$ cat src/cpuPkg.sv
/*
 * CPU package for the MIPS32 decode stage.
 * Word and field typedefs, the control enums passed from the decoder
 * toward execute, memory and write-back, and the opcode/funct encodings
 * of the supported instruction subset.
 */
`default_nettype none

package cpuPkg;

    typedef logic [31:0] word_t;
    typedef logic [4:0]  regAddr_t;
    typedef logic [15:0] imm16_t;

    // immediate extension kind
    typedef enum logic [1:0] {
        EXT_ZERO  = 2'd0,
        EXT_SIGN  = 2'd1,
        EXT_UPPER = 2'd2   // lui, imm in [31:16]
    } extOp_t;

    // busB source, same order as the old 4-to-1 mux
    typedef enum logic [1:0] {
        RD_RF  = 2'd0,
        RD_HI  = 2'd1,
        RD_LO  = 2'd2,
        RD_CP0 = 2'd3
    } readSel_t;

    typedef enum logic [2:0] {
        ALU_ADD = 3'd0,
        ALU_SUB = 3'd1,
        ALU_AND = 3'd2,
        ALU_OR  = 3'd3,
        ALU_XOR = 3'd4,
        ALU_SLT = 3'd5,
        ALU_SLL = 3'd6,
        ALU_LUI = 3'd7
    } aluOp_t;

    typedef enum logic [1:0] {
        DST_RD  = 2'd0,
        DST_RT  = 2'd1,
        DST_R31 = 2'd2
    } dstSel_t;

    typedef enum logic [1:0] {
        WB_ALU = 2'd0,
        WB_MEM = 2'd1,
        WB_PC8 = 2'd2   // link address for jal
    } wbSel_t;

    typedef enum logic [1:0] {
        BR_NONE = 2'd0,
        BR_BEQ  = 2'd1,
        BR_BNE  = 2'd2,
        BR_JUMP = 2'd3
    } branch_t;

    // primary opcodes
    localparam logic [5:0] OP_SPECIAL = 6'h00;
    localparam logic [5:0] OP_J       = 6'h02;
    localparam logic [5:0] OP_JAL     = 6'h03;
    localparam logic [5:0] OP_BEQ     = 6'h04;
    localparam logic [5:0] OP_BNE     = 6'h05;
    localparam logic [5:0] OP_ADDIU   = 6'h09;
    localparam logic [5:0] OP_ANDI    = 6'h0c;
    localparam logic [5:0] OP_ORI     = 6'h0d;
    localparam logic [5:0] OP_LUI     = 6'h0f;
    localparam logic [5:0] OP_COP0    = 6'h10;
    localparam logic [5:0] OP_LW      = 6'h23;
    localparam logic [5:0] OP_SW      = 6'h2b;

    // SPECIAL funct codes
    localparam logic [5:0] FN_SLL  = 6'h00;
    localparam logic [5:0] FN_MFHI = 6'h10;
    localparam logic [5:0] FN_MFLO = 6'h12;
    localparam logic [5:0] FN_ADDU = 6'h21;
    localparam logic [5:0] FN_SUBU = 6'h23;
    localparam logic [5:0] FN_AND  = 6'h24;
    localparam logic [5:0] FN_OR   = 6'h25;
    localparam logic [5:0] FN_XOR  = 6'h26;
    localparam logic [5:0] FN_SLT  = 6'h2a;

    localparam logic [4:0] RS_MFC0 = 5'h00;   // COP0 sub-op in rs field

    localparam word_t NOP_INSTR = 32'h0000_0000;   // sll r0, r0, 0

endpackage

`default_nettype wire

$ cat src/idPipeReg.sv
/*
 * IF/ID pipeline register.
 * Captures the fetched instruction and its PC. Reset and flush load a
 * NOP with PC 0, idWr low holds the current entry (stall). The field
 * outputs are slices of the held instruction word.
 */
`default_nettype none
`timescale 1ns/1ps

module idPipeReg (
    input  logic              clk,
    input  logic              rst,
    input  logic              idFlush,
    input  logic              idWr,      // stall when low
    input  cpuPkg::word_t     ifInstr,
    input  cpuPkg::word_t     ifPc,
    output cpuPkg::word_t     idInstr,
    output cpuPkg::word_t     idPc,
    output cpuPkg::regAddr_t  rs,
    output cpuPkg::regAddr_t  rt,
    output cpuPkg::regAddr_t  rd,
    output logic [4:0]        shamt,
    output cpuPkg::imm16_t    imm16
);
    import cpuPkg::*;

    word_t instrQ;
    word_t pcQ;

    // flush wins over stall
    always_ff @(posedge clk) begin
        if (rst || idFlush) begin
            instrQ <= NOP_INSTR;
            pcQ    <= '0;
        end else if (idWr) begin
            instrQ <= ifInstr;
            pcQ    <= ifPc;
        end
    end

    assign idInstr = instrQ;
    assign idPc    = pcQ;

    // fixed MIPS field positions
    assign rs    = instrQ[25:21];
    assign rt    = instrQ[20:16];
    assign rd    = instrQ[15:11];
    assign shamt = instrQ[10:6];
    assign imm16 = instrQ[15:0];

endmodule

`default_nettype wire

$ cat src/regFile.sv
/*
 * General purpose register file, 32 x 32 bit.
 * One synchronous write port from write-back and two asynchronous read
 * ports for rs and rt. A read of the register being written in the same
 * cycle returns the write-back value, so WB-to-ID needs no stall.
 * Register 0 is hardwired to zero.
 */
`default_nettype none
`timescale 1ns/1ps

module regFile (
    input  logic              clk,
    input  logic              rst,
    input  logic              wbRfWr,
    input  cpuPkg::regAddr_t  wbDst,
    input  cpuPkg::word_t     wbResult,
    input  cpuPkg::regAddr_t  rs,
    input  cpuPkg::regAddr_t  rt,
    output cpuPkg::word_t     rfBusA,
    output cpuPkg::word_t     rfBusB
);
    import cpuPkg::*;

    word_t regs [32];

    // one read port with write-back bypass
    function automatic word_t readPort(input regAddr_t addr);
        word_t val;
        if (addr == '0) begin
            val = '0;                                   // r0 always zero
        end else if (wbRfWr && (wbDst == addr)) begin
            val = wbResult;                             // WB-to-ID bypass
        end else begin
            val = regs[addr];
        end
        return val;
    endfunction

    always_ff @(posedge clk) begin
        if (rst) begin
            for (int i = 0; i < 32; i++) begin
                regs[i] <= '0;
            end
        end else if (wbRfWr && (wbDst != '0)) begin
            regs[wbDst] <= wbResult;
        end
    end

    always_comb begin
        rfBusA = readPort(rs);
        rfBusB = readPort(rt);
    end

endmodule

`default_nettype wire

$ cat src/instrDecoder.sv
/*
 * Main control decoder.
 * Maps the held instruction word to execute, memory and write-back
 * controls. SPECIAL is decoded by funct and COP0 by the rs field.
 * Anything outside the supported subset raises exceptRi with all
 * write and memory controls low.
 */
`default_nettype none
`timescale 1ns/1ps

module instrDecoder (
    input  cpuPkg::word_t     idInstr,
    output cpuPkg::aluOp_t    aluOp,
    output logic              aluSrcImm,   // operand B from imm32
    output cpuPkg::dstSel_t   dstSel,
    output logic              regWrite,
    output cpuPkg::wbSel_t    wbSel,
    output logic              memRead,
    output logic              memWrite,
    output cpuPkg::branch_t   branchType,
    output logic              isImmJump,   // j / jal target from instr_index
    output cpuPkg::extOp_t    extOp,
    output cpuPkg::readSel_t  readSel,
    output logic [1:0]        rsrtRead,    // [1] rs used, [0] rt used
    output logic              exceptRi
);
    import cpuPkg::*;

    logic [5:0] opcode;
    logic [5:0] funct;
    regAddr_t   rsField;
    regAddr_t   dstNum;
    logic       wrEn;                      // write before r0 suppression

    assign opcode  = idInstr[31:26];
    assign funct   = idInstr[5:0];
    assign rsField = idInstr[25:21];

    always_comb begin
        aluOp      = ALU_ADD;
        aluSrcImm  = 1'b0;
        dstSel     = DST_RD;
        wrEn       = 1'b0;
        wbSel      = WB_ALU;
        memRead    = 1'b0;
        memWrite   = 1'b0;
        branchType = BR_NONE;
        isImmJump  = 1'b0;
        extOp      = EXT_ZERO;
        readSel    = RD_RF;
        rsrtRead   = 2'b00;
        exceptRi   = 1'b0;

        case (opcode)
            OP_SPECIAL: begin
                wrEn     = 1'b1;
                rsrtRead = 2'b11;
                case (funct)
                    FN_ADDU: aluOp = ALU_ADD;
                    FN_SUBU: aluOp = ALU_SUB;
                    FN_AND:  aluOp = ALU_AND;
                    FN_OR:   aluOp = ALU_OR;
                    FN_XOR:  aluOp = ALU_XOR;
                    FN_SLT:  aluOp = ALU_SLT;
                    FN_SLL: begin
                        aluOp    = ALU_SLL;
                        rsrtRead = 2'b01;      // shifts rt by shamt
                    end
                    FN_MFHI: begin
                        aluOp    = ALU_OR;     // busA is r0, passes busB
                        readSel  = RD_HI;
                        rsrtRead = 2'b00;
                    end
                    FN_MFLO: begin
                        aluOp    = ALU_OR;
                        readSel  = RD_LO;
                        rsrtRead = 2'b00;
                    end
                    default: begin
                        wrEn     = 1'b0;
                        rsrtRead = 2'b00;
                        exceptRi = 1'b1;
                    end
                endcase
            end
            OP_COP0: begin
                if (rsField == RS_MFC0) begin
                    aluOp   = ALU_OR;
                    dstSel  = DST_RT;
                    readSel = RD_CP0;
                    wrEn    = 1'b1;
                end else begin
                    exceptRi = 1'b1;
                end
            end
            OP_ADDIU, OP_ANDI, OP_ORI: begin
                aluSrcImm = 1'b1;
                dstSel    = DST_RT;
                wrEn      = 1'b1;
                rsrtRead  = 2'b10;
                if (opcode == OP_ADDIU) begin
                    aluOp = ALU_ADD;
                    extOp = EXT_SIGN;
                end else if (opcode == OP_ANDI) begin
                    aluOp = ALU_AND;
                end else begin
                    aluOp = ALU_OR;
                end
            end
            OP_LUI: begin
                aluOp     = ALU_LUI;
                aluSrcImm = 1'b1;
                extOp     = EXT_UPPER;
                dstSel    = DST_RT;
                wrEn      = 1'b1;
            end
            OP_LW: begin
                aluSrcImm = 1'b1;
                extOp     = EXT_SIGN;
                dstSel    = DST_RT;
                wrEn      = 1'b1;
                wbSel     = WB_MEM;
                memRead   = 1'b1;
                rsrtRead  = 2'b10;
            end
            OP_SW: begin
                aluSrcImm = 1'b1;
                extOp     = EXT_SIGN;
                memWrite  = 1'b1;
                rsrtRead  = 2'b11;             // rt is store data
            end
            OP_BEQ, OP_BNE: begin
                aluOp      = ALU_SUB;
                extOp      = EXT_SIGN;         // branch offset
                rsrtRead   = 2'b11;
                branchType = (opcode == OP_BEQ) ? BR_BEQ : BR_BNE;
            end
            OP_J, OP_JAL: begin
                branchType = BR_JUMP;
                isImmJump  = 1'b1;
                if (opcode == OP_JAL) begin
                    dstSel = DST_R31;
                    wbSel  = WB_PC8;
                    wrEn   = 1'b1;
                end
            end
            default: exceptRi = 1'b1;
        endcase
    end

    // resolved destination, writes to r0 are dropped here
    always_comb begin
        case (dstSel)
            DST_RT:  dstNum = idInstr[20:16];
            DST_R31: dstNum = 5'd31;
            default: dstNum = idInstr[15:11];
        endcase
    end

    assign regWrite = wrEn && (dstNum != '0);

endmodule

`default_nettype wire

$ cat src/idOperands.sv
/*
 * Decode-stage operand logic.
 * Builds imm32 from the 16-bit immediate (zero, sign or upper-half)
 * and picks busB from the register file, HI, LO or CP0 for the
 * move-from instructions.
 */
`default_nettype none
`timescale 1ns/1ps

module idOperands (
    input  cpuPkg::imm16_t    imm16,
    input  cpuPkg::extOp_t    extOp,
    input  cpuPkg::word_t     rfBusB,
    input  cpuPkg::word_t     hiBus,
    input  cpuPkg::word_t     loBus,
    input  cpuPkg::word_t     cp0Bus,
    input  cpuPkg::readSel_t  readSel,
    output cpuPkg::word_t     imm32,
    output cpuPkg::word_t     busB
);
    import cpuPkg::*;

    always_comb begin
        case (extOp)
            EXT_SIGN:  imm32 = {{16{imm16[15]}}, imm16};
            EXT_UPPER: imm32 = {imm16, 16'h0000};
            default:   imm32 = {16'h0000, imm16};    // andi, ori
        endcase
    end

    // busB source, rf is already bypassed
    always_comb begin
        case (readSel)
            RD_HI:   busB = hiBus;
            RD_LO:   busB = loBus;
            RD_CP0:  busB = cp0Bus;
            default: busB = rfBusB;
        endcase
    end

endmodule

`default_nettype wire

$ cat src/idStage.sv
/*
 * Instruction decode stage top.
 * IF/ID register, register file with WB bypass, control decoder and
 * operand logic of the MIPS32 pipeline. Everything after the IF/ID
 * register is combinational.
 */
`default_nettype none
`timescale 1ns/1ps

module idStage (
    input  logic              clk,
    input  logic              rst,
    input  logic              idFlush,
    input  logic              idWr,
    input  cpuPkg::word_t     ifInstr,
    input  cpuPkg::word_t     ifPc,
    input  logic              wbRfWr,      // write-back port
    input  cpuPkg::regAddr_t  wbDst,
    input  cpuPkg::word_t     wbResult,
    input  cpuPkg::word_t     hiBus,
    input  cpuPkg::word_t     loBus,
    input  cpuPkg::word_t     cp0Bus,
    output cpuPkg::word_t     idPc,
    output cpuPkg::word_t     idInstr,
    output cpuPkg::regAddr_t  rs,
    output cpuPkg::regAddr_t  rt,
    output cpuPkg::regAddr_t  rd,
    output logic [4:0]        shamt,
    output cpuPkg::word_t     busA,
    output cpuPkg::word_t     busB,
    output cpuPkg::word_t     imm32,
    output cpuPkg::aluOp_t    aluOp,
    output logic              aluSrcImm,
    output cpuPkg::dstSel_t   dstSel,
    output logic              regWrite,
    output cpuPkg::wbSel_t    wbSel,
    output logic              memRead,
    output logic              memWrite,
    output cpuPkg::branch_t   branchType,
    output logic              isImmJump,   // for pc select
    output logic [1:0]        rsrtRead,    // for hazard unit
    output logic              exceptRi
);
    import cpuPkg::*;

    imm16_t   imm16;
    word_t    rfBusB;
    extOp_t   extOp;
    readSel_t readSel;

    idPipeReg u_idPipeReg (
        .clk      (clk),
        .rst      (rst),
        .idFlush  (idFlush),
        .idWr     (idWr),
        .ifInstr  (ifInstr),
        .ifPc     (ifPc),
        .idInstr  (idInstr),
        .idPc     (idPc),
        .rs       (rs),
        .rt       (rt),
        .rd       (rd),
        .shamt    (shamt),
        .imm16    (imm16)
    );

    regFile u_regFile (
        .clk      (clk),
        .rst      (rst),
        .wbRfWr   (wbRfWr),
        .wbDst    (wbDst),
        .wbResult (wbResult),
        .rs       (rs),
        .rt       (rt),
        .rfBusA   (busA),     // bypassed, goes straight out
        .rfBusB   (rfBusB)
    );

    instrDecoder u_instrDecoder (
        .idInstr    (idInstr),
        .aluOp      (aluOp),
        .aluSrcImm  (aluSrcImm),
        .dstSel     (dstSel),
        .regWrite   (regWrite),
        .wbSel      (wbSel),
        .memRead    (memRead),
        .memWrite   (memWrite),
        .branchType (branchType),
        .isImmJump  (isImmJump),
        .extOp      (extOp),
        .readSel    (readSel),
        .rsrtRead   (rsrtRead),
        .exceptRi   (exceptRi)
    );

    idOperands u_idOperands (
        .imm16    (imm16),
        .extOp    (extOp),
        .rfBusB   (rfBusB),
        .hiBus    (hiBus),
        .loBus    (loBus),
        .cp0Bus   (cp0Bus),
        .readSel  (readSel),
        .imm32    (imm32),
        .busB     (busB)
    );

endmodule

`default_nettype wire

$ cat config.mk
export PLATFORM = sky130hd
export DESIGN_NAME = idStage
export DESIGN_NICKNAME = d
export VERILOG_FILES = /design/src/cpuPkg.sv /design/src/idPipeReg.sv /design/src/regFile.sv /design/src/instrDecoder.sv /design/src/idOperands.sv /design/src/idStage.sv
export SDC_FILE = /design/constraint.sdc
export NUM_CORES = 2
export LEC_CHECK = 0
export BUFFER_PORTS_ARGS = -buffer_cell sky130_fd_sc_hd__buf_2
export CORE_MARGIN = 2
export CORE_UTILIZATION = 25
export CTS_CLUSTER_DIAMETER = 50
export CTS_CLUSTER_SIZE = 30
export DETAILED_ROUTE_END_ITERATION = 16
export PLACE_DENSITY = 0.49
export SLEW_MARGIN = 20
export SYNTH_ARGS = -nofsm -noshare
export SYNTH_HDL_FRONTEND = slang
export SYNTH_SLANG_ARGS = --single-unit
$ cat constraint.sdc
create_clock -name clk -period 2.9 [get_ports clk]
set_input_delay 0.29 -clock clk [delete_from_list [all_inputs] [get_ports clk]]
set_output_delay 0.29 -clock clk [all_outputs]
set_load 0.02 [all_outputs]
==> metrics.yaml <==
setup_path:
  crit_path_frequent_cell: "buf_16"
  worstPathCellList: "buf_12 > buf_16 > buf_16 > mux4_2 > o211ai_1 > nand3_2 > o21ai_2 > buf_4 > nand3_1 > buf_2"
  slowest_delay_ns: 0.50
  slowest_stage: "mux4_2"
  r2r_slack_ns: 1.56
  crit_required_ns: 2.61
  r2r_start: "u_idPipeReg.idInstr[25]"
  cp_max_fo: 9
  end_kind: "primary output"
  reg2reg_depth: 4
  path_class: "flop to primary output"
  setup.worst_path.start_class: "flop"
  path_delay_family: "buffers and inverters"
  worst-path-buf-inv: 5
  reg2reg_to: "u_idPipeReg.idInstr[25]"
  crit_arrival_ns: 3.35
timing:
  fin_ws_ns: -0.741
  rsz0062_at_grt: "true"
  slew-limit-headroom_pct: 30.1
  finalMaxSlewViolations: 0
  hold_viol_final: 0
  setup_viol: 98
  fin_crit_ns: 3.64
  worst_slew_pin_slew_ns: 1.05
  fin_crit_sh_pct: 126
  clock.fmax_mhz: 275
  fin_worst_skew_ns: 0.0152
power:
  p_leak_nw: 29.0
  vdd_drop_max_mv: 0.439
  power_density_mw_per_mm2: 519
  power_mw: 42.4
floorplan:
  num_io_pins: 399
  die_w_um: 492
  start_util_pct: 25.1
  die-height_um: 492
  coreArea_mm2: 0.237
  die_area_mm2: 0.242
  rows: 179
logic_synthesis:
  muxShareOfSynthArea_pct: 20.3
  synth.area.top_cells: "edfxtp_1 (52%), mux4_2 (12%), and2_1 (11%)"
  yosysTopAreaCell: "edfxtp_1"
  synthDistinctLibCells: 61
  ys.flop_type: "edfxtp_1"
  yosys.area.top_type_share_pct: 51.6
  yosysSeqAreaShare_pct: 54.1
  yosys_warnings: 0
  synthXorXnorAreaFrac_pct: 0.191
  synth_top_family_by_area: "multiplexers"
  syn_area_mm2: 0.0596
  synth-seq-cells: 1098
  synthArstFlopShare_pct: 0
  syn_inst: 4540
  synth_compound_area_share_pct: 6.79
  avgSynthCellArea_um2: 13.1
  synth_simple_gate_area_share_pct: 15.0
  synth-edff-count: 1024
  synthAdderAreaFrac_pct: 0.0840
placement:
  place_congestion: 0.906
  hpwlAfterDp_um: 199000
  place.port_buffers: 398
  placed_cells: 8179
  place_area_mm2: 0.0696
layout:
  finalNonFillerCells: 8753
  regArea_mm2: 0.0323
  fin_util_pct: 34.4
  area_delta_synth_final_pct: 37.2
  drive_above_1_share_pct: 41.6
  nets: 5662
  post-route-cell-area_mm2: 0.0817
  multi_input_area_mm2: 0.0284
  fillers: 23100
detailed_routing:
  first_pass_iters: 9
  wl_um: 311000
  vias: 47700
  wl_per_cell_um: 35.5
  ant_nets: 0
  drc: 0
  vias_per_cell: 5.45
  drtIter0Drc: 7203
cts:
  cts_max_level: 4
  cts_tree: "built"
  clockRootBuffer: "clkbuf_16"
  path_clk_slew_ns: 0.07
  numClockSinks: 1098
  clk-insertion-delay-late_ns: 0.80
  cts-buffers-inserted: 132
  clock_path_buffers: 3
global_route:
  grt_usage_pct: 24.7
  antenna_found_initial: 55
  grt_pass1_vias: 46700
  grt_max_degree: 52
  grt_remaining_overflow: 0
  grt_pass1_wl_um: 410000
run_status:
  violations: "negative setup slack"
  status: "finished, violations left"
flow_run:
  maxCapViolCount: 0
min_path:
  worst_hold_path.endpoint: "u_regFile.regs[11][7]"
  min_from: "wbResult[7]"
  min_path_cells: 2
  hold_path_class: "input pin to flop"
==> sequential cells by signal, summed over array words and instances (netlist names), named ones only <==
signal and count:
u_regFile.regs 1024, u_idPipeReg.idInstr 32, u_idPipeReg.idPc 32
==> placed cells by master (no fill, tap or decap), drive strengths merged, types with 43 or more instances in the layout <==
cell type	instances
o21ai	90
dlygate4sd3	69
inv	43
nand3	103
buf	1158
nand2	153
clkbuf	160
mux2i	426
a22oi	133
nor2	157
a21oi	66
mux4	323
edfxtp	1024
mux2	49
and2	1000
dfxtp	74
==> worst reg2reg max path, delay by kind of cell (launching register included) <==
family / cells / cell delay (ns)
buffers and inverters: 2 / 0.70
flip-flops: 1 / 0.33
multiplexers: 1 / 0.13
AND/OR/NAND/NOR: 1 / 0.05
==> repair_timing <==
| item | CTS | global route |
|---|---|---|
| endpoints found under the hold margin | 93 | 0 |
| hold buffers | 69 | 0 |
| gates cloned | 25 | 12 |
| endpoints found under the setup margin | 104 | 103 |
| gates resized for setup | 642 | 411 |
| pin swaps | 137 | 173 |
| setup buffers | 157 | 80 |
==> layer usage <==
layer | vias up | GRT usage, % | wire length, um | share of wire [%]
li1 | 19100 | - | - | -
met1 | 24800 | 31.5 | 119000 | 38
met2 | 3112 | 38.8 | 141000 | 45
met3 | 735 | 4.76 | 28700 | 9.2
met4 | 8 | 14.6 | 21800 | 7.0
met5 | - | 0 | 57 | 0.018
==> final cells by class <==
type	instances	share of cell area (%)
multi-input cells	2965	34.8
diodes	22	0.0674
flip-flops and latches	1098	39.5
clock buffers	148	4.25
repair buffers	1245	15.3
well taps	3167	4.85
inverters	14	0.0750
clock inverters	94	1.20
==> how the worst max path moves through the flow <==
stage	start	end	slack, ns	cells after the start
after floorplan	u_idPipeReg.idInstr[27]	regWrite	0.08	11
after global placement	flop	busB[29]	-0.51	11
after detailed placement	flop	busB[29]	-0.51	11
after CTS	flop	busB[15]	-0.77	8
after global routing	flop	busB[4]	-0.79	11
final	flop	busB[20]	-0.74	10
==> cell usage after synthesis, types with 10 or more instances <==
master     number
a22o_1         11
dfxtp_1        74
nand2_1       153
nand3_1       103
mux2_2         49
a31oi_1        14
a221oi_1       32
xor2_1         10
clkbuf_1      359
o221ai_1       22
a222oi_1       32
nor2_1        157
a21oi_1        66
nor2b_1        27
nand2b_1       20
a221o_1        28
a32oi_1        18
o22ai_1        20
buf_2          77
edfxtp_1     1024
and2_1       1000
mux4_2        323
buf_1          29
buf_4          29
or2_2          37
o21ai_0        86
mux2i_1       426
o211ai_1       18
nor3_1         28
o2111ai_1      11
inv_1          14
a22oi_1       133
a211oi_1       17
nand3b_1       14
==> report_power, final <==
group          internal (mW)  switching (mW)  total (mW)
sequential              18.1           0.517        18.7
combinational           2.66            3.79        6.45
clock                   9.60            7.68        17.3
total                   30.4            12.0        42.4
==> metrics by stage <==
step	hold slack, ns	worst slack [ns]	setup TNS [ns]
4_1_cts	0.00473	-0.772	-46.68
6_report	0.0563	-0.741	-39.82
5_1_grt	0.0415	-0.790	-45.58
3_5_place_dp	0.480	-0.513	-3.81
3_3_place_gp	0.471	-0.515	-3.82
2_1_floorplan	0.437	0.0758	0
==> kinds of logic after synthesis <==
logic type,count (synthesis)
muxes,798
DFF,1098
AOI/OAI and AO/OA,553
xor gates and xnor gates,13
buffers and inverters,508
and+or+nand+nor,1565
adders and majority gates,4
other,1
Power figures use the tool's default switching activity.
